$ cat src/rtl/boardPkg.sv
package boardPkg;

    // Contents of one board cell
    typedef enum logic [1:0] {
        WATER = 2'b00,
        SHIP  = 2'b01,
        MISS  = 2'b10,
        HIT   = 2'b11
    } cellState_t;

    localparam int BOARD_SIZE  = 5;                        // Rows and columns per board
    localparam int CELL_SIZE   = 58;                       // Interior ends below this offset
    localparam int FRAME_WIDTH = 4;                        // Frame before the interior
    localparam int CELL_PITCH  = CELL_SIZE + FRAME_WIDTH;  // One cell on screen

    localparam int DIVIDER_X      = 310;  // First divider column
    localparam int DIVIDER_WIDTH  = 2;
    localparam int ENEMY_COL_BASE = 5;    // First screen cell column of the enemy board

    localparam int COORD_W = 10;  // Pixel coordinate
    localparam int IDX_W   = 3;   // Row and column index

    // True when a coordinate lies inside the interior of its cell.
    // Applied to x and y separately by both board views.
    function automatic logic isInterior(input logic [COORD_W-1:0] coord);
        logic [COORD_W-1:0] offset;
        offset = COORD_W'(coord % CELL_PITCH);
        return (offset >= FRAME_WIDTH) && (offset < CELL_SIZE);
    endfunction

    // Cell index along one axis
    function automatic logic [COORD_W-1:0] cellIndex(input logic [COORD_W-1:0] coord);
        return COORD_W'(coord / CELL_PITCH);
    endfunction

endpackage

$ cat src/rtl/colorPkg.sv
package colorPkg;

    localparam int CH_W = 8;  // Bits per colour channel

    // Player board palette
    localparam logic [3*CH_W-1:0] COL_BLUE   = 24'h0000FF;  // Water
    localparam logic [3*CH_W-1:0] COL_GREEN  = 24'h00FF00;  // Ship
    localparam logic [3*CH_W-1:0] COL_RED    = 24'hFF0000;  // Miss
    localparam logic [3*CH_W-1:0] COL_YELLOW = 24'hFFFF00;  // Hit, also enemy miss

    // Enemy board palette
    localparam logic [3*CH_W-1:0] COL_GREY   = 24'h202020;  // Water
    localparam logic [3*CH_W-1:0] COL_PURPLE = 24'h800080;  // Ship
    localparam logic [3*CH_W-1:0] COL_ORANGE = 24'hFFA500;  // Hit

    // Placement cursor
    localparam logic [3*CH_W-1:0] COL_PLACE_DONE = 24'hFF8C00;  // Confirmed span
    localparam logic [3*CH_W-1:0] COL_PLACE_SEL  = 24'h8B4513;  // Span being chosen

    // Background, divider and blanking
    localparam logic [3*CH_W-1:0] COL_WHITE = 24'hFFFFFF;
    localparam logic [3*CH_W-1:0] COL_BLACK = 24'h000000;

endpackage

$ cat src/rtl/vgaTiming.sv
`timescale 1ns/1ps

module vgaTiming import boardPkg::*; #(
    parameter int H_ACTIVE = 640,
    parameter int H_FRONT  = 16,
    parameter int H_SYNC   = 96,
    parameter int H_BACK   = 48,
    parameter int V_ACTIVE = 480,
    parameter int V_FRONT  = 10,
    parameter int V_SYNC   = 2,
    parameter int V_BACK   = 33
) (
    input  logic               clk,
    input  logic               reset,
    output logic [COORD_W-1:0] pixelX,
    output logic [COORD_W-1:0] pixelY,
    output logic               active,
    output logic               hsyncRaw,
    output logic               vsyncRaw
);

    localparam int H_TOTAL      = H_ACTIVE + H_FRONT + H_SYNC + H_BACK;
    localparam int V_TOTAL      = V_ACTIVE + V_FRONT + V_SYNC + V_BACK;
    localparam int H_SYNC_START = H_ACTIVE + H_FRONT;
    localparam int V_SYNC_START = V_ACTIVE + V_FRONT;

    logic [COORD_W-1:0] hCount;
    logic [COORD_W-1:0] vCount;
    logic               lineEnd;
    logic               frameEnd;

    always_comb begin
        lineEnd  = (hCount == COORD_W'(H_TOTAL - 1));
        frameEnd = (vCount == COORD_W'(V_TOTAL - 1));
    end

    always_ff @(posedge clk) begin
        if (reset) begin
            hCount <= '0;
            vCount <= '0;
        end else if (lineEnd) begin
            hCount <= '0;
            if (frameEnd) begin
                vCount <= '0;  // Wrap to the top of the next frame
            end else begin
                vCount <= vCount + 1'b1;
            end
        end else begin
            hCount <= hCount + 1'b1;
        end
    end

    always_comb begin
        pixelX   = hCount;
        pixelY   = vCount;
        active   = (hCount < H_ACTIVE) && (vCount < V_ACTIVE);
        // Sync pulses are active low
        hsyncRaw = !((hCount >= H_SYNC_START) && (hCount < H_SYNC_START + H_SYNC));
        vsyncRaw = !((vCount >= V_SYNC_START) && (vCount < V_SYNC_START + V_SYNC));
    end

    // Views index their cells from pixelX only inside the visible area
    activeInRange: assert property (@(posedge clk) disable iff (reset)
        active |-> (pixelX < H_ACTIVE));

endmodule

$ cat src/rtl/playerBoardView.sv
`timescale 1ns/1ps

module playerBoardView import boardPkg::*; import colorPkg::*; (
    input  logic               clk,
    input  logic               reset,
    input  logic [COORD_W-1:0] pixelX,
    input  logic [COORD_W-1:0] pixelY,
    input  logic               playerWrite,
    input  logic [IDX_W-1:0]   writeRow,
    input  logic [IDX_W-1:0]   writeCol,
    input  cellState_t         writeState,
    input  logic [IDX_W-1:0]   cursorRow,
    input  logic [IDX_W-1:0]   cursorCol,
    input  logic [IDX_W-1:0]   shipLength,
    input  logic               confirmPlacement,
    output logic               inCell,
    output logic [3*CH_W-1:0]  cellColor
);

    cellState_t cells [BOARD_SIZE][BOARD_SIZE];  // Indexed [row][col]

    logic [COORD_W-1:0] colIdx;
    logic [COORD_W-1:0] rowIdx;
    logic [COORD_W-1:0] spanEnd;
    logic               hit;
    logic               inSpan;
    cellState_t         state;
    logic [3*CH_W-1:0]  colorNext;

    // Board storage, one cell per write strobe
    always_ff @(posedge clk) begin
        if (reset) begin
            for (int i = 0; i < BOARD_SIZE; i++) begin
                for (int j = 0; j < BOARD_SIZE; j++) begin
                    cells[i][j] <= WATER;
                end
            end
        end else if (playerWrite) begin
            cells[writeRow][writeCol] <= writeState;
        end
    end

    always_comb begin
        colIdx  = cellIndex(pixelX);
        rowIdx  = cellIndex(pixelY);
        hit     = (colIdx < BOARD_SIZE) && (rowIdx < BOARD_SIZE)
                  && isInterior(pixelX) && isInterior(pixelY);
        spanEnd = COORD_W'(cursorCol) + COORD_W'(shipLength);  // One past the last ship cell
        inSpan  = (rowIdx == COORD_W'(cursorRow))
                  && (colIdx >= COORD_W'(cursorCol)) && (colIdx < spanEnd);
        if (hit) begin
            state = cells[rowIdx[IDX_W-1:0]][colIdx[IDX_W-1:0]];
        end else begin
            state = WATER;
        end
    end

    // Cursor overlay wins over the stored state
    always_comb begin
        if (inSpan) begin
            colorNext = confirmPlacement ? COL_PLACE_DONE : COL_PLACE_SEL;
        end else begin
            case (state)
                WATER: colorNext = COL_BLUE;
                SHIP:  colorNext = COL_GREEN;
                MISS:  colorNext = COL_RED;
                HIT:   colorNext = COL_YELLOW;
            endcase
        end
    end

    always_ff @(posedge clk) begin
        if (reset) begin
            inCell <= 1'b0;
        end else begin
            inCell <= hit;
        end
        cellColor <= colorNext;  // Only used while inCell is high
    end

    playerWriteInRange: assert property (@(posedge clk) disable iff (reset)
        playerWrite |-> (writeRow < BOARD_SIZE) && (writeCol < BOARD_SIZE));

endmodule

$ cat src/rtl/enemyBoardView.sv
`timescale 1ns/1ps

module enemyBoardView import boardPkg::*; import colorPkg::*; (
    input  logic               clk,
    input  logic               reset,
    input  logic [COORD_W-1:0] pixelX,
    input  logic [COORD_W-1:0] pixelY,
    input  logic               enemyWrite,
    input  logic [IDX_W-1:0]   writeRow,
    input  logic [IDX_W-1:0]   writeCol,
    input  cellState_t         writeState,
    output logic               inCell,
    output logic [3*CH_W-1:0]  cellColor
);

    cellState_t cells [BOARD_SIZE][BOARD_SIZE];

    logic [COORD_W-1:0] colIdx;
    logic [COORD_W-1:0] rowIdx;
    logic [COORD_W-1:0] boardCol;
    logic               hit;
    cellState_t         state;
    logic [3*CH_W-1:0]  colorNext;

    always_ff @(posedge clk) begin
        if (reset) begin
            for (int i = 0; i < BOARD_SIZE; i++) begin
                for (int j = 0; j < BOARD_SIZE; j++) begin
                    cells[i][j] <= WATER;
                end
            end
        end else if (enemyWrite) begin
            cells[writeRow][writeCol] <= writeState;
        end
    end

    always_comb begin
        colIdx   = cellIndex(pixelX);
        rowIdx   = cellIndex(pixelY);
        boardCol = colIdx - COORD_W'(ENEMY_COL_BASE);  // Screen column to board column
        hit      = (colIdx >= ENEMY_COL_BASE) && (colIdx < ENEMY_COL_BASE + BOARD_SIZE)
                   && (rowIdx < BOARD_SIZE) && isInterior(pixelX) && isInterior(pixelY);
        if (hit) begin
            state = cells[rowIdx[IDX_W-1:0]][boardCol[IDX_W-1:0]];
        end else begin
            state = WATER;
        end
        case (state)
            WATER: colorNext = COL_GREY;
            SHIP:  colorNext = COL_PURPLE;
            MISS:  colorNext = COL_YELLOW;
            HIT:   colorNext = COL_ORANGE;
        endcase
    end

    always_ff @(posedge clk) begin
        if (reset) begin
            inCell <= 1'b0;
        end else begin
            inCell <= hit;
        end
        cellColor <= colorNext;
    end

    enemyWriteInRange: assert property (@(posedge clk) disable iff (reset)
        enemyWrite |-> (writeRow < BOARD_SIZE) && (writeCol < BOARD_SIZE));

endmodule

$ cat src/rtl/pixelCompositor.sv
`timescale 1ns/1ps

module pixelCompositor import boardPkg::*; import colorPkg::*; (
    input  logic               clk,
    input  logic               reset,
    input  logic [COORD_W-1:0] pixelX,
    input  logic               active,
    input  logic               hsyncRaw,
    input  logic               vsyncRaw,
    input  logic               playerInCell,
    input  logic [3*CH_W-1:0]  playerColor,
    input  logic               enemyInCell,
    input  logic [3*CH_W-1:0]  enemyColor,
    output logic [CH_W-1:0]    r,
    output logic [CH_W-1:0]    g,
    output logic [CH_W-1:0]    b,
    output logic               hsync,
    output logic               vsync,
    output logic               de
);

    // Stage matching the view registers
    logic [COORD_W-1:0] pixelXD;
    logic               activeD;
    logic               hsyncD;
    logic               vsyncD;
    logic               onDivider;
    logic [3*CH_W-1:0]  pixelColor;

    always_ff @(posedge clk) begin
        if (reset) begin
            activeD <= 1'b0;
            hsyncD  <= 1'b1;  // Idle high
            vsyncD  <= 1'b1;
        end else begin
            activeD <= active;
            hsyncD  <= hsyncRaw;
            vsyncD  <= vsyncRaw;
        end
        pixelXD <= pixelX;
    end

    always_comb begin
        onDivider = (pixelXD >= DIVIDER_X) && (pixelXD < DIVIDER_X + DIVIDER_WIDTH);
        if (!activeD || onDivider) begin
            pixelColor = COL_BLACK;
        end else if (playerInCell) begin
            pixelColor = playerColor;
        end else if (enemyInCell) begin
            pixelColor = enemyColor;
        end else begin
            pixelColor = COL_WHITE;  // Background and cell frames
        end
    end

    always_ff @(posedge clk) begin
        if (reset) begin
            {r, g, b} <= '0;
            hsync     <= 1'b1;
            vsync     <= 1'b1;
            de        <= 1'b0;
        end else begin
            {r, g, b} <= pixelColor;
            hsync     <= hsyncD;
            vsync     <= vsyncD;
            de        <= activeD;
        end
    end

    // The two boards sit in disjoint screen columns
    boardsDisjoint: assert property (@(posedge clk) disable iff (reset)
        !(playerInCell && enemyInCell));

endmodule

$ cat src/rtl/battleshipDisplay.sv
`timescale 1ns/1ps

module battleshipDisplay import boardPkg::*; import colorPkg::*; #(
    parameter int H_ACTIVE = 640,
    parameter int H_FRONT  = 16,
    parameter int H_SYNC   = 96,
    parameter int H_BACK   = 48,
    parameter int V_ACTIVE = 480,
    parameter int V_FRONT  = 10,
    parameter int V_SYNC   = 2,
    parameter int V_BACK   = 33
) (
    input  logic             clk,
    input  logic             reset,
    input  logic             playerWrite,
    input  logic             enemyWrite,
    input  logic [IDX_W-1:0] writeRow,
    input  logic [IDX_W-1:0] writeCol,
    input  cellState_t       writeState,
    input  logic [IDX_W-1:0] cursorRow,
    input  logic [IDX_W-1:0] cursorCol,
    input  logic [IDX_W-1:0] shipLength,
    input  logic             confirmPlacement,
    output logic [CH_W-1:0]  r,
    output logic [CH_W-1:0]  g,
    output logic [CH_W-1:0]  b,
    output logic             hsync,
    output logic             vsync,
    output logic             de
);

    logic [COORD_W-1:0] pixelX;
    logic [COORD_W-1:0] pixelY;
    logic               active;
    logic               hsyncRaw;
    logic               vsyncRaw;
    logic               playerInCell;
    logic [3*CH_W-1:0]  playerColor;
    logic               enemyInCell;
    logic [3*CH_W-1:0]  enemyColor;

    vgaTiming #(
        .H_ACTIVE(H_ACTIVE), .H_FRONT(H_FRONT), .H_SYNC(H_SYNC), .H_BACK(H_BACK),
        .V_ACTIVE(V_ACTIVE), .V_FRONT(V_FRONT), .V_SYNC(V_SYNC), .V_BACK(V_BACK)
    ) timing (
        .clk(clk), .reset(reset), .pixelX(pixelX), .pixelY(pixelY),
        .active(active), .hsyncRaw(hsyncRaw), .vsyncRaw(vsyncRaw)
    );

    playerBoardView playerView (
        .clk(clk), .reset(reset), .pixelX(pixelX), .pixelY(pixelY),
        .playerWrite(playerWrite), .writeRow(writeRow), .writeCol(writeCol),
        .writeState(writeState), .cursorRow(cursorRow), .cursorCol(cursorCol),
        .shipLength(shipLength), .confirmPlacement(confirmPlacement),
        .inCell(playerInCell), .cellColor(playerColor)
    );

    enemyBoardView enemyView (
        .clk(clk), .reset(reset), .pixelX(pixelX), .pixelY(pixelY),
        .enemyWrite(enemyWrite), .writeRow(writeRow), .writeCol(writeCol),
        .writeState(writeState), .inCell(enemyInCell), .cellColor(enemyColor)
    );

    pixelCompositor compositor (
        .clk(clk), .reset(reset), .pixelX(pixelX), .active(active),
        .hsyncRaw(hsyncRaw), .vsyncRaw(vsyncRaw),
        .playerInCell(playerInCell), .playerColor(playerColor),
        .enemyInCell(enemyInCell), .enemyColor(enemyColor),
        .r(r), .g(g), .b(b), .hsync(hsync), .vsync(vsync), .de(de)
    );

endmodule

$ cat config.mk
export PLATFORM = sky130hd
export DESIGN_NAME = battleshipDisplay
export DESIGN_NICKNAME = d
export VERILOG_FILES = /design/src/rtl/boardPkg.sv /design/src/rtl/colorPkg.sv /design/src/rtl/vgaTiming.sv /design/src/rtl/playerBoardView.sv /design/src/rtl/enemyBoardView.sv /design/src/rtl/pixelCompositor.sv /design/src/rtl/battleshipDisplay.sv
export SDC_FILE = /design/constraint.sdc
export NUM_CORES = 1
export LEC_CHECK = 0
export ABC_CLOCK_PERIOD_IN_PS = 7400
export BUFFER_PORTS_ARGS = -buffer_cell sky130_fd_sc_hd__buf_4
export CORE_MARGIN = 2
export CORE_UTILIZATION = 32
export DETAILED_ROUTE_END_ITERATION = 12
export PLACE_DENSITY = 0.49
export SLEW_MARGIN = 20
export SYNTH_ARGS = -nofsm -noshare
export SYNTH_HDL_FRONTEND = slang
export SYNTH_HIERARCHICAL = 1
export SYNTH_SLANG_ARGS = --single-unit
export TNS_END_PERCENT = 20
$ cat constraint.sdc
create_clock -name clk -period 7.4 [get_ports clk]
set_input_delay 1.48 -clock clk [delete_from_list [all_inputs] [get_ports clk]]
set_output_delay 1.48 -clock clk [all_outputs]
set_load 0.02 [all_outputs]
== After elaboration in Yosys (flattened, before gate mapping) ==
Memories as Yosys holds them, arrays and structs flattened.
Cells that the tools add are included.
Word-level totals
  register bits: 110
  memory bits (writable): 100
  input port bits: 22
  output and inout bits: 27
  word-level logic and storage cells: 117
  memories: 2
Memories
  enemyView.cells: words 5, width 10, read ports 1, clocked after memory_dff 0, wr ports 5, line enemyBoardView.sv:16  | cellState_t cells [BOARD_SIZE][BOARD_SIZE];
  playerView.cells: words 5, width 10, read ports 1, clocked after memory_dff 0, wr ports 5, line playerBoardView.sv:20  | cellState_t cells [BOARD_SIZE][BOARD_SIZE];
Cells by class
  $add $sub $neg: 4
  divide/modulo/power cells: 4
  $lt $le $gt $ge: 22
  eq/ne operators: 9
  multiplexer cells: 31
  bitwise operators: 3
  reductions and logical operators: 26
Operators by type and width (count)
  $pmux 24 s4: 2
  $mux 24: 3
  $mux 10: 7
  $div 10x6->32 const B: 2
  $mod 10x6->32 const B: 2
  $ge 10x3->1 const B: 3
  $lt 10x9->1 const B: 3
  $mux 23: 1
  $add 10x1->10 const B: 2
  $eq 10x10->1 const B: 2
  $ge 10x9->1 const B: 2
  $lt 10x10->1 const B: 2
  $lt 10x3->1 const B: 2
  $lt 10x6->1 const B: 2
  $reduce_or 10->1: 2
  $logic_and 1x1->1: 16
  $mux 2: 7
  $bmux 2 s3: 2
  $ge 4x4->1 const B: 3
  $not 3->4: 3
  $eq 10x3->1: 1
  $ge 10x10->1 const B: 1
  $ge 10x3->1: 1
  $lt 10x4->1: 1
  13 further kinds: 27

== Longest topological paths before layout ==
  depth after elaboration: 9
  gate-level depth with buffers: 24
  mapped depth without buffers: 22

== Cells and area by module ==
The synthesis kept the hierarchy.
Modules (own cells, without submodules)
  enemyBoardView: times used 1, cells each 667, area an instance 6381.1 um^2, sequential area each 2542.4 um^2
  playerBoardView: times used 1, cells each 671, area an instance 6266.0 um^2, sequential area each 2582.5 um^2
  pixelCompositor: times used 1, cells each 106, area an instance 1178.6 um^2, sequential area each 780.7 um^2
  vgaTiming: times used 1, cells each 118, area an instance 1014.7 um^2, sequential area each 400.4 um^2

== Least setup slack after synthesis ==
OpenSTA, ideal clock, no wires.
  kind: flip-flop to flip-flop
  from: register timing.hCount[7] (netlist: timing/pixelX[7])
  to: register playerView.cellColor[4]
  library setup time: 0.131 ns
  arrival: 5.159 ns
  data required time: 7.269 ns
  setup slack: 2.109 ns
  stages on the path, launching flop included: 25
  path buffers: 2
  clock period less this slack: 5.291 ns
  cells stage by stage: dfxtp_1 clkbuf_1 nand3_1 nor2_1 ha_1 nand4b_1 o21ai_1 mux2i_1 a21o_1 clkbuf_1 a21oi_1 o31ai_1 nand3b_1 nand2_1 inv_1 ha_1 inv_1 a21boi_0 o21ai_0 nand3_1 nand3_1 a2111oi_0 o2111ai_1 or2_2 o2bb2ai_1
On the way
  cells in the longest elaborated chain, start to end: 9
  elaborated cells between the ends (all ways): 24
  classes of those cells: div: 2; order compare: 5; eq/ne: 3; mux: 6; bitwise: 1; reduce/logical: 7
RTL lines
  start, declared: line vgaTiming.sv:27  | logic [COORD_W-1:0] hCount;
  start signal, assigned: line vgaTiming.sv:49  | hCount <= hCount + 1'b1;
  $div 10x6->32 / $mod 10x6->32 (equally long branches): line boardPkg.sv:33, boardPkg.sv:27
  $lt 10x3->1 (tied with other cells): line playerBoardView.sv:46  | hit = (colIdx < BOARD_SIZE) && (rowIdx < BOARD_SIZE)
  $logic_and 1x1->1 (tied with other cells): line playerBoardView.sv:46
  $logic_and 1x1->1 / $mux 2 (equally long branches) (2 in series): line playerBoardView.sv:47, playerBoardView.sv:52
  $mux 2: line playerBoardView.sv:51  | if (hit) begin
  $eq 2x2->1 (tied with other cells): line playerBoardView.sv:63  | case (state)
  $pmux 24 s4: line playerBoardView.sv:63
  $mux 24 (*): line playerBoardView.sv:60  | if (inSpan) begin
  end signal, assigned: line playerBoardView.sv:78  | cellColor <= colorNext;
  end, declared: line playerBoardView.sv:17  | output logic [3*CH_W-1:0] cellColor
Every way passes the cells marked *; elsewhere a longest branch is shown, timed or not. The select of a mux whose other input is x is not followed.
A chain may end at the register's enable or synchronous reset.

== Final worst setup path ==
Same ends and word-level chain as after synthesis.

==> impl_results.html <==
<table>
<tr><th>Metric</th><th>Value</th></tr>
<tr><th colspan="2">Cells and area</th></tr>
<tr><td>Count of antenna diodes in the layout</td><td>0</td></tr>
<tr><td>Share of the core filled with cells in the final layout</td><td>35.74%</td></tr>
<tr><td>Layout cell share with drive strength beyond 1</td><td>13.19%</td></tr>
<tr><td>Filler cells</td><td>4595</td></tr>
<tr><td>Area taken by flip-flops and latches</td><td>6306 sq um</td></tr>
<tr><td>Total non-filler cell area in the finished layout</td><td>16290 sq um</td></tr>
<tr><td># nets final</td><td>1590</td></tr>
<tr><td>Area of the multi-input gates</td><td>7602 sq um</td></tr>
<tr><td>Syn-to-layout area delta</td><td>9.771%</td></tr>
<tr><th colspan="2">Place</th></tr>
<tr><td>Area post-placement</td><td>15450 sq um</td></tr>
<tr><td>RePlAce Congestion</td><td>0.8724</td></tr>
<tr><td>Port buffer count</td><td>48</td></tr>
<tr><td>DP HPWL</td><td>28.57 mm</td></tr>
<tr><th colspan="2">Clock network</th></tr>
<tr><td>Root buf cell</td><td>sky130_fd_sc_hd__clkbuf_16</td></tr>
<tr><td>Clk sink count</td><td>235</td></tr>
<tr><td>Skew-Pair Late Insertion Delay</td><td>0.55 ns</td></tr>
<tr><td>Setup Fix Bufs, Post-CTS</td><td>0</td></tr>
<tr><td>Number of buffers created by CTS</td><td>27</td></tr>
<tr><td>Number of levels the H-tree was split into</td><td>1</td></tr>
<tr><td>Clock transition at path regs</td><td>0.06 ns</td></tr>
<tr><td>Hold bufs inserted after CTS</td><td>0</td></tr>
<tr><td>CTS tree</td><td>done</td></tr>
<tr><td>Resize count post-CTS</td><td>0</td></tr>
<tr><td>Maximum clock path buffer count</td><td>3</td></tr>
<tr><th colspan="2">STA</th></tr>
<tr><td>Final setup fails</td><td>0</td></tr>
<tr><td>Final critical-path required period</td><td>6.198 ns</td></tr>
<tr><td>Post-route clock skew</td><td>0.01273 ns</td></tr>
<tr><td>Number of slew-limit violations in the final report</td><td>0</td></tr>
<tr><td>Fin Setup TNS</td><td>0 ns</td></tr>
<tr><td>RSZ-0062 raised after global routing</td><td>no</td></tr>
<tr><td>Max transition margin</td><td>33.08%</td></tr>
<tr><td>Transition time at the pin with the least slew margin</td><td>1.004 ns</td></tr>
<tr><td>Fin. Hold Viols</td><td>0</td></tr>
<tr><td>Maximum clock frequency</td><td>161.3 MHz</td></tr>
<tr><td>Portion of the clock cycle consumed by the worst path in the final layout</td><td>83.76%</td></tr>
<tr><th colspan="2">Synth</th></tr>
<tr><td>Synth Cell Area</td><td>14840 sq um</td></tr>
<tr><td>Warnings from Yosys</td><td>6</td></tr>
<tr><td>Post-synthesis register bit count</td><td>235</td></tr>
<tr><td>Flip-flop cell with the highest count after synthesis</td><td>sky130_fd_sc_hd__edfxtp_1</td></tr>
<tr><td>Count of flip-flops with a built-in enable after synthesis</td><td>160</td></tr>
<tr><td>Cell count after synthesis</td><td>1562</td></tr>
<tr><td>Synthesized area divided by synthesized cell count</td><td>9.501 sq um</td></tr>
<tr><td>Share of flip-flops with an asynchronous set or reset after synthesis</td><td>0%</td></tr>
<tr><td>Part of the Yosys area used for sequential elements</td><td>42.49%</td></tr>
<tr><td>Count of distinct cell types in the synthesized netlist</td><td>119</td></tr>
<tr><th colspan="2">Global route</th></tr>
<tr><td>Global routing met2 resource utilization</td><td>27.22%</td></tr>
<tr><td>GRT Util Overall</td><td>16.72%</td></tr>
<tr><td>Wire length of the first global-routing pass</td><td>64.43 mm</td></tr>
<tr><td>Global-route met3 utilization</td><td>1.982%</td></tr>
<tr><td>Overflow left after global routing</td><td>0</td></tr>
<tr><td>Largest net degree at the start of global routing</td><td>49</td></tr>
<tr><td>Antenna violations before repair</td><td>0</td></tr>
<tr><td>Most congested layer reported by global routing</td><td>met2</td></tr>
<tr><td>Met1 global-route usage</td><td>23.69%</td></tr>
<tr><td>Number of global-route vias before repair</td><td>11362</td></tr>
<tr><th colspan="2">Power and ir drop</th></tr>
<tr><td>Leak</td><td>5.555 nW</td></tr>
<tr><td>Power per cell area</td><td>178.9 nW/um^2</td></tr>
<tr><td>Peak supply drop</td><td>113.4 uV</td></tr>
<tr><td>Overall power</td><td>0.002914 W</td></tr>
<tr><th colspan="2">Worst hold path</th></tr>
<tr><td>Hold Path End</td><td>compositor/vsync</td></tr>
<tr><td>Class of the tightest hold or removal check</td><td>flip-flop to flip-flop</td></tr>
<tr><td>Hold path cells</td><td>1</td></tr>
<tr><td>Launch instance of the worst min-delay path</td><td>compositor/vsyncD</td></tr>
<tr><th colspan="2">Route</th></tr>
<tr><td>DR vias</td><td>12131</td></tr>
<tr><td>Number of routed nets with antenna violations</td><td>0</td></tr>
<tr><td>Remaining DRCs</td><td>0</td></tr>
<tr><td>First-pass detailed-route iteration total</td><td>5</td></tr>
<tr><td>Drt first-iter violations</td><td>1046</td></tr>
<tr><td>Via density per instance</td><td>5.611</td></tr>
<tr><td>Drt total wl</td><td>40.71 mm</td></tr>
<tr><td>Wirelength per Cell</td><td>18.83 um</td></tr>
<tr><th colspan="2">Job</th></tr>
<tr><td>Max-cap viol count</td><td>0</td></tr>
<tr><th colspan="2">Setup path</th></tr>
<tr><td>Startpoint of the most critical register-to-register path</td><td>timing/pixelX[7]</td></tr>
<tr><td>Critical path endpoint category</td><td>flip-flop</td></tr>
<tr><td>Critical path arrival</td><td>6.61 ns</td></tr>
<tr><td>Req. time, crit path</td><td>7.82 ns</td></tr>
<tr><td>Top fanout value on the critical path</td><td>27</td></tr>
<tr><td>Critical Path Start Type</td><td>flip-flop</td></tr>
<tr><td>Critical path start-end classification</td><td>flip-flop to flip-flop</td></tr>
<tr><td>R2r endpoint</td><td>playerView/cellColor[4]</td></tr>
<tr><td>Setup slack of the most critical reg-to-reg path</td><td>1.20 ns</td></tr>
<tr><td>Worst r2r path cells</td><td>23</td></tr>
<tr><th colspan="2">Floorplanning</th></tr>
<tr><td>Die Area</td><td>48110 sq um</td></tr>
<tr><td>Cell Rows</td><td>78</td></tr>
<tr><td>Overall die height</td><td>219.4 um</td></tr>
<tr><td>Chip width</td><td>219.4 um</td></tr>
<tr><td>I/O pins</td><td>49</td></tr>
<tr><td>Core area</td><td>45580 sq um</td></tr>
<tr><td>Initial core utilization</td><td>32.56%</td></tr>
<tr><th colspan="2">Outcome</th></tr>
<tr><td>Status</td><td>finished clean</td></tr>
</table>
-- flip-flops by register name (all words and copies together), names as in the netlist --
| signal | flops |
|---|---|
| compositor/activeD | 1 |
| timing/pixelY | 10 |
| compositor/hsyncD | 1 |
| playerView/cells | 80 |
| compositor/pixelXD | 9 |
| compositor/vsyncD | 1 |
| compositor/b | 8 |
| enemyView/cellColor | 6 |
| compositor/g | 8 |
| playerView/cellColor | 8 |
| compositor/de | 1 |
| enemyView/inCell | 1 |
| compositor/r | 8 |
| compositor/hsync | 1 |
| timing/pixelX | 10 |
| playerView/inCell | 1 |
| enemyView/cells | 80 |
| compositor/vsync | 1 |
-- cells in the mapped netlist, types with 10 or more instances --
library cell / n / area [sq um]
sky130_fd_sc_hd__nor2_1: 161 / 604.3
sky130_fd_sc_hd__edfxtp_1: 160 / 4805
sky130_fd_sc_hd__nor3_1: 86 / 430.4
sky130_fd_sc_hd__nand2_1: 82 / 307.8
sky130_fd_sc_hd__o21ai_0: 80 / 400.4
sky130_fd_sc_hd__dfxtp_1: 75 / 1501
sky130_fd_sc_hd__nand3_1: 73 / 365.4
sky130_fd_sc_hd__a21oi_1: 57 / 285.3
sky130_fd_sc_hd__clkbuf_1: 55 / 206.5
sky130_fd_sc_hd__inv_1: 53 / 198.9
sky130_fd_sc_hd__mux2i_1: 45 / 450.4
sky130_fd_sc_hd__buf_4: 40 / 300.3
sky130_fd_sc_hd__o22ai_1: 29 / 181.4
sky130_fd_sc_hd__xnor2_1: 27 / 236.5
sky130_fd_sc_hd__o21bai_1: 25 / 187.7
sky130_fd_sc_hd__a31oi_1: 24 / 150.1
sky130_fd_sc_hd__ha_1: 24 / 300.3
sky130_fd_sc_hd__buf_2: 22 / 110.1
sky130_fd_sc_hd__mux2_2: 20 / 225.2
sky130_fd_sc_hd__and3_1: 19 / 118.9
sky130_fd_sc_hd__nand4_1: 19 / 118.9
sky130_fd_sc_hd__o211ai_1: 18 / 135.1
sky130_fd_sc_hd__or3_1: 18 / 112.6
sky130_fd_sc_hd__a211oi_1: 17 / 127.6
sky130_fd_sc_hd__nor4_1: 16 / 100.1
sky130_fd_sc_hd__or2_2: 15 / 93.84
sky130_fd_sc_hd__nor2b_1: 14 / 87.58
sky130_fd_sc_hd__buf_6: 13 / 146.4
sky130_fd_sc_hd__nand2b_1: 13 / 81.33
sky130_fd_sc_hd__o31ai_1: 13 / 97.59
sky130_fd_sc_hd__a22oi_1: 12 / 90.09
sky130_fd_sc_hd__and2_1: 12 / 75.07
sky130_fd_sc_hd__a41oi_1: 10 / 87.58
sky130_fd_sc_hd__xor2_1: 10 / 87.58
-- stage by stage --
step           worst slack (ns)  instances  hold WS [ns]
2_1_floorplan             2.109       1567        0.3895
3_3_place_gp              1.404       2113        0.3904
3_5_place_dp              1.332       2113        0.3933
4_1_cts                   1.313       2161        0.4072
5_1_grt                  0.6490       2162        0.4251
6_report                  1.202       2162        0.4057
-- critical path, cell delays in order, from the launching register on --
cell	delay [ns]
sky130_fd_sc_hd__dfxtp_1	0.30
sky130_fd_sc_hd__buf_4	0.28
sky130_fd_sc_hd__nand3_1	0.17
sky130_fd_sc_hd__nor2_1	0.16
sky130_fd_sc_hd__ha_1	0.27
sky130_fd_sc_hd__nand4b_1	0.25
sky130_fd_sc_hd__o21ai_1	0.30
sky130_fd_sc_hd__mux2i_1	0.53
sky130_fd_sc_hd__a21o_1	0.48
sky130_fd_sc_hd__a21oi_1	0.13
sky130_fd_sc_hd__o31ai_1	0.43
sky130_fd_sc_hd__nand3b_1	0.33
sky130_fd_sc_hd__nand2_1	0.25
sky130_fd_sc_hd__inv_1	0.13
sky130_fd_sc_hd__ha_1	0.29
sky130_fd_sc_hd__inv_1	0.03
sky130_fd_sc_hd__a21boi_0	0.14
sky130_fd_sc_hd__o21ai_0	0.09
sky130_fd_sc_hd__nand3_1	0.09
sky130_fd_sc_hd__nand3_1	0.09
sky130_fd_sc_hd__a2111oi_0	0.36
sky130_fd_sc_hd__o2111ai_1	0.40
sky130_fd_sc_hd__or2_2	0.43
sky130_fd_sc_hd__o2bb2ai_1	0.13
-- cell families (layout without fill, tap and decap cells) --
family	Yosys count	in the layout	synth area share (%)
compound gates	418	418	20.15
fa+ha+maj	25	25	2.158
flops	235	235	42.49
other cells	1	6	0.02527
simple gates	590	590	21.14
mux	70	70	5.261
xor+xnor	37	37	2.184
buf+inv	186	181	6.593
-- final cells by class --
class                           count  area share, %
Inverter                           54          1.275
Timing Repair Buffer               79          3.641
Sequential cell                   235          38.71
Multi-Input combinational cell   1146          46.67
Clock buffer                       40          4.708
Clock inverter                      8         0.3917
Tap cell                          600          4.608
-- report_power, final --
group / internal (W) / leakage [nW] / switching (W)
Clock: 0.000746 / 0.407 / 0.000530
Sequential: 0.00145 / 1.99 / 0.0000165
Combinational: 0.0000615 / 3.15 / 0.000113
Total: 0.00225 / 5.56 / 0.000660
-- cell usage in the layout (no fill, tap or decap), types with 7 or more instances in the layout --
cell                        count
sky130_fd_sc_hd__nor3_1        86
sky130_fd_sc_hd__nand2_1       82
sky130_fd_sc_hd__or2_2         15
sky130_fd_sc_hd__o21bai_1      25
sky130_fd_sc_hd__inv_1         53
sky130_fd_sc_hd__nand3_1       73
sky130_fd_sc_hd__a2111oi_0      7
sky130_fd_sc_hd__ha_1          24
sky130_fd_sc_hd__o21a_1         9
sky130_fd_sc_hd__a41oi_1        9
sky130_fd_sc_hd__a22oi_1       12
sky130_fd_sc_hd__o31a_1         9
sky130_fd_sc_hd__o31ai_1       13
sky130_fd_sc_hd__mux2_2        20
sky130_fd_sc_hd__o211a_1        7
sky130_fd_sc_hd__o21ai_0       80
sky130_fd_sc_hd__o22ai_1       29
sky130_fd_sc_hd__edfxtp_1     160
sky130_fd_sc_hd__mux2i_1       45
sky130_fd_sc_hd__buf_4         79
sky130_fd_sc_hd__xor2_1        10
sky130_fd_sc_hd__clkbuf_16     28
sky130_fd_sc_hd__o211ai_1      18
sky130_fd_sc_hd__a21o_1         8
sky130_fd_sc_hd__clkbuf_1       9
sky130_fd_sc_hd__a31oi_1       23
sky130_fd_sc_hd__nand2b_1      13
sky130_fd_sc_hd__dfxtp_1       75
sky130_fd_sc_hd__and2_1        12
sky130_fd_sc_hd__nor2_1       160
sky130_fd_sc_hd__xnor2_1       27
sky130_fd_sc_hd__nand4_1       19
sky130_fd_sc_hd__nor4_1        16
sky130_fd_sc_hd__a21oi_1       57
sky130_fd_sc_hd__or3_1         18
sky130_fd_sc_hd__nor2b_1       14
sky130_fd_sc_hd__o21ai_1        9
sky130_fd_sc_hd__and3_1        19
sky130_fd_sc_hd__a211oi_1      17
sky130_fd_sc_hd__nand4b_1       8
-- worst max-delay path by stage --
stage | end | startpoint | slack (ns) | cells past startpoint
2_1_floorplan | playerView/cellColor[4] | timing/pixelX[7] | 2.11 | 24
3_3_place_gp | enemyView/cellColor[21] | timing/pixelY[7] | 1.40 | 14
3_5_place_dp | enemyView/cellColor[21] | timing/pixelY[7] | 1.33 | 14
4_1_cts | enemyView/cellColor[21] | timing/pixelY[7] | 1.31 | 14
5_1_grt | playerView/cellColor[4] | timing/pixelX[7] | 0.65 | 23
6_report | playerView/cellColor[4] | timing/pixelX[7] | 1.20 | 23
-- layer usage --
layer | vias up | share of wire (%)
met5 | - | 0
met1 | 5910 | 48
met3 | 45 | 4.4
met2 | 309 | 46
met4 | 0 | 1.7
li1 | 5867 | -
Note: power is estimated with default switching activity, not from simulation.
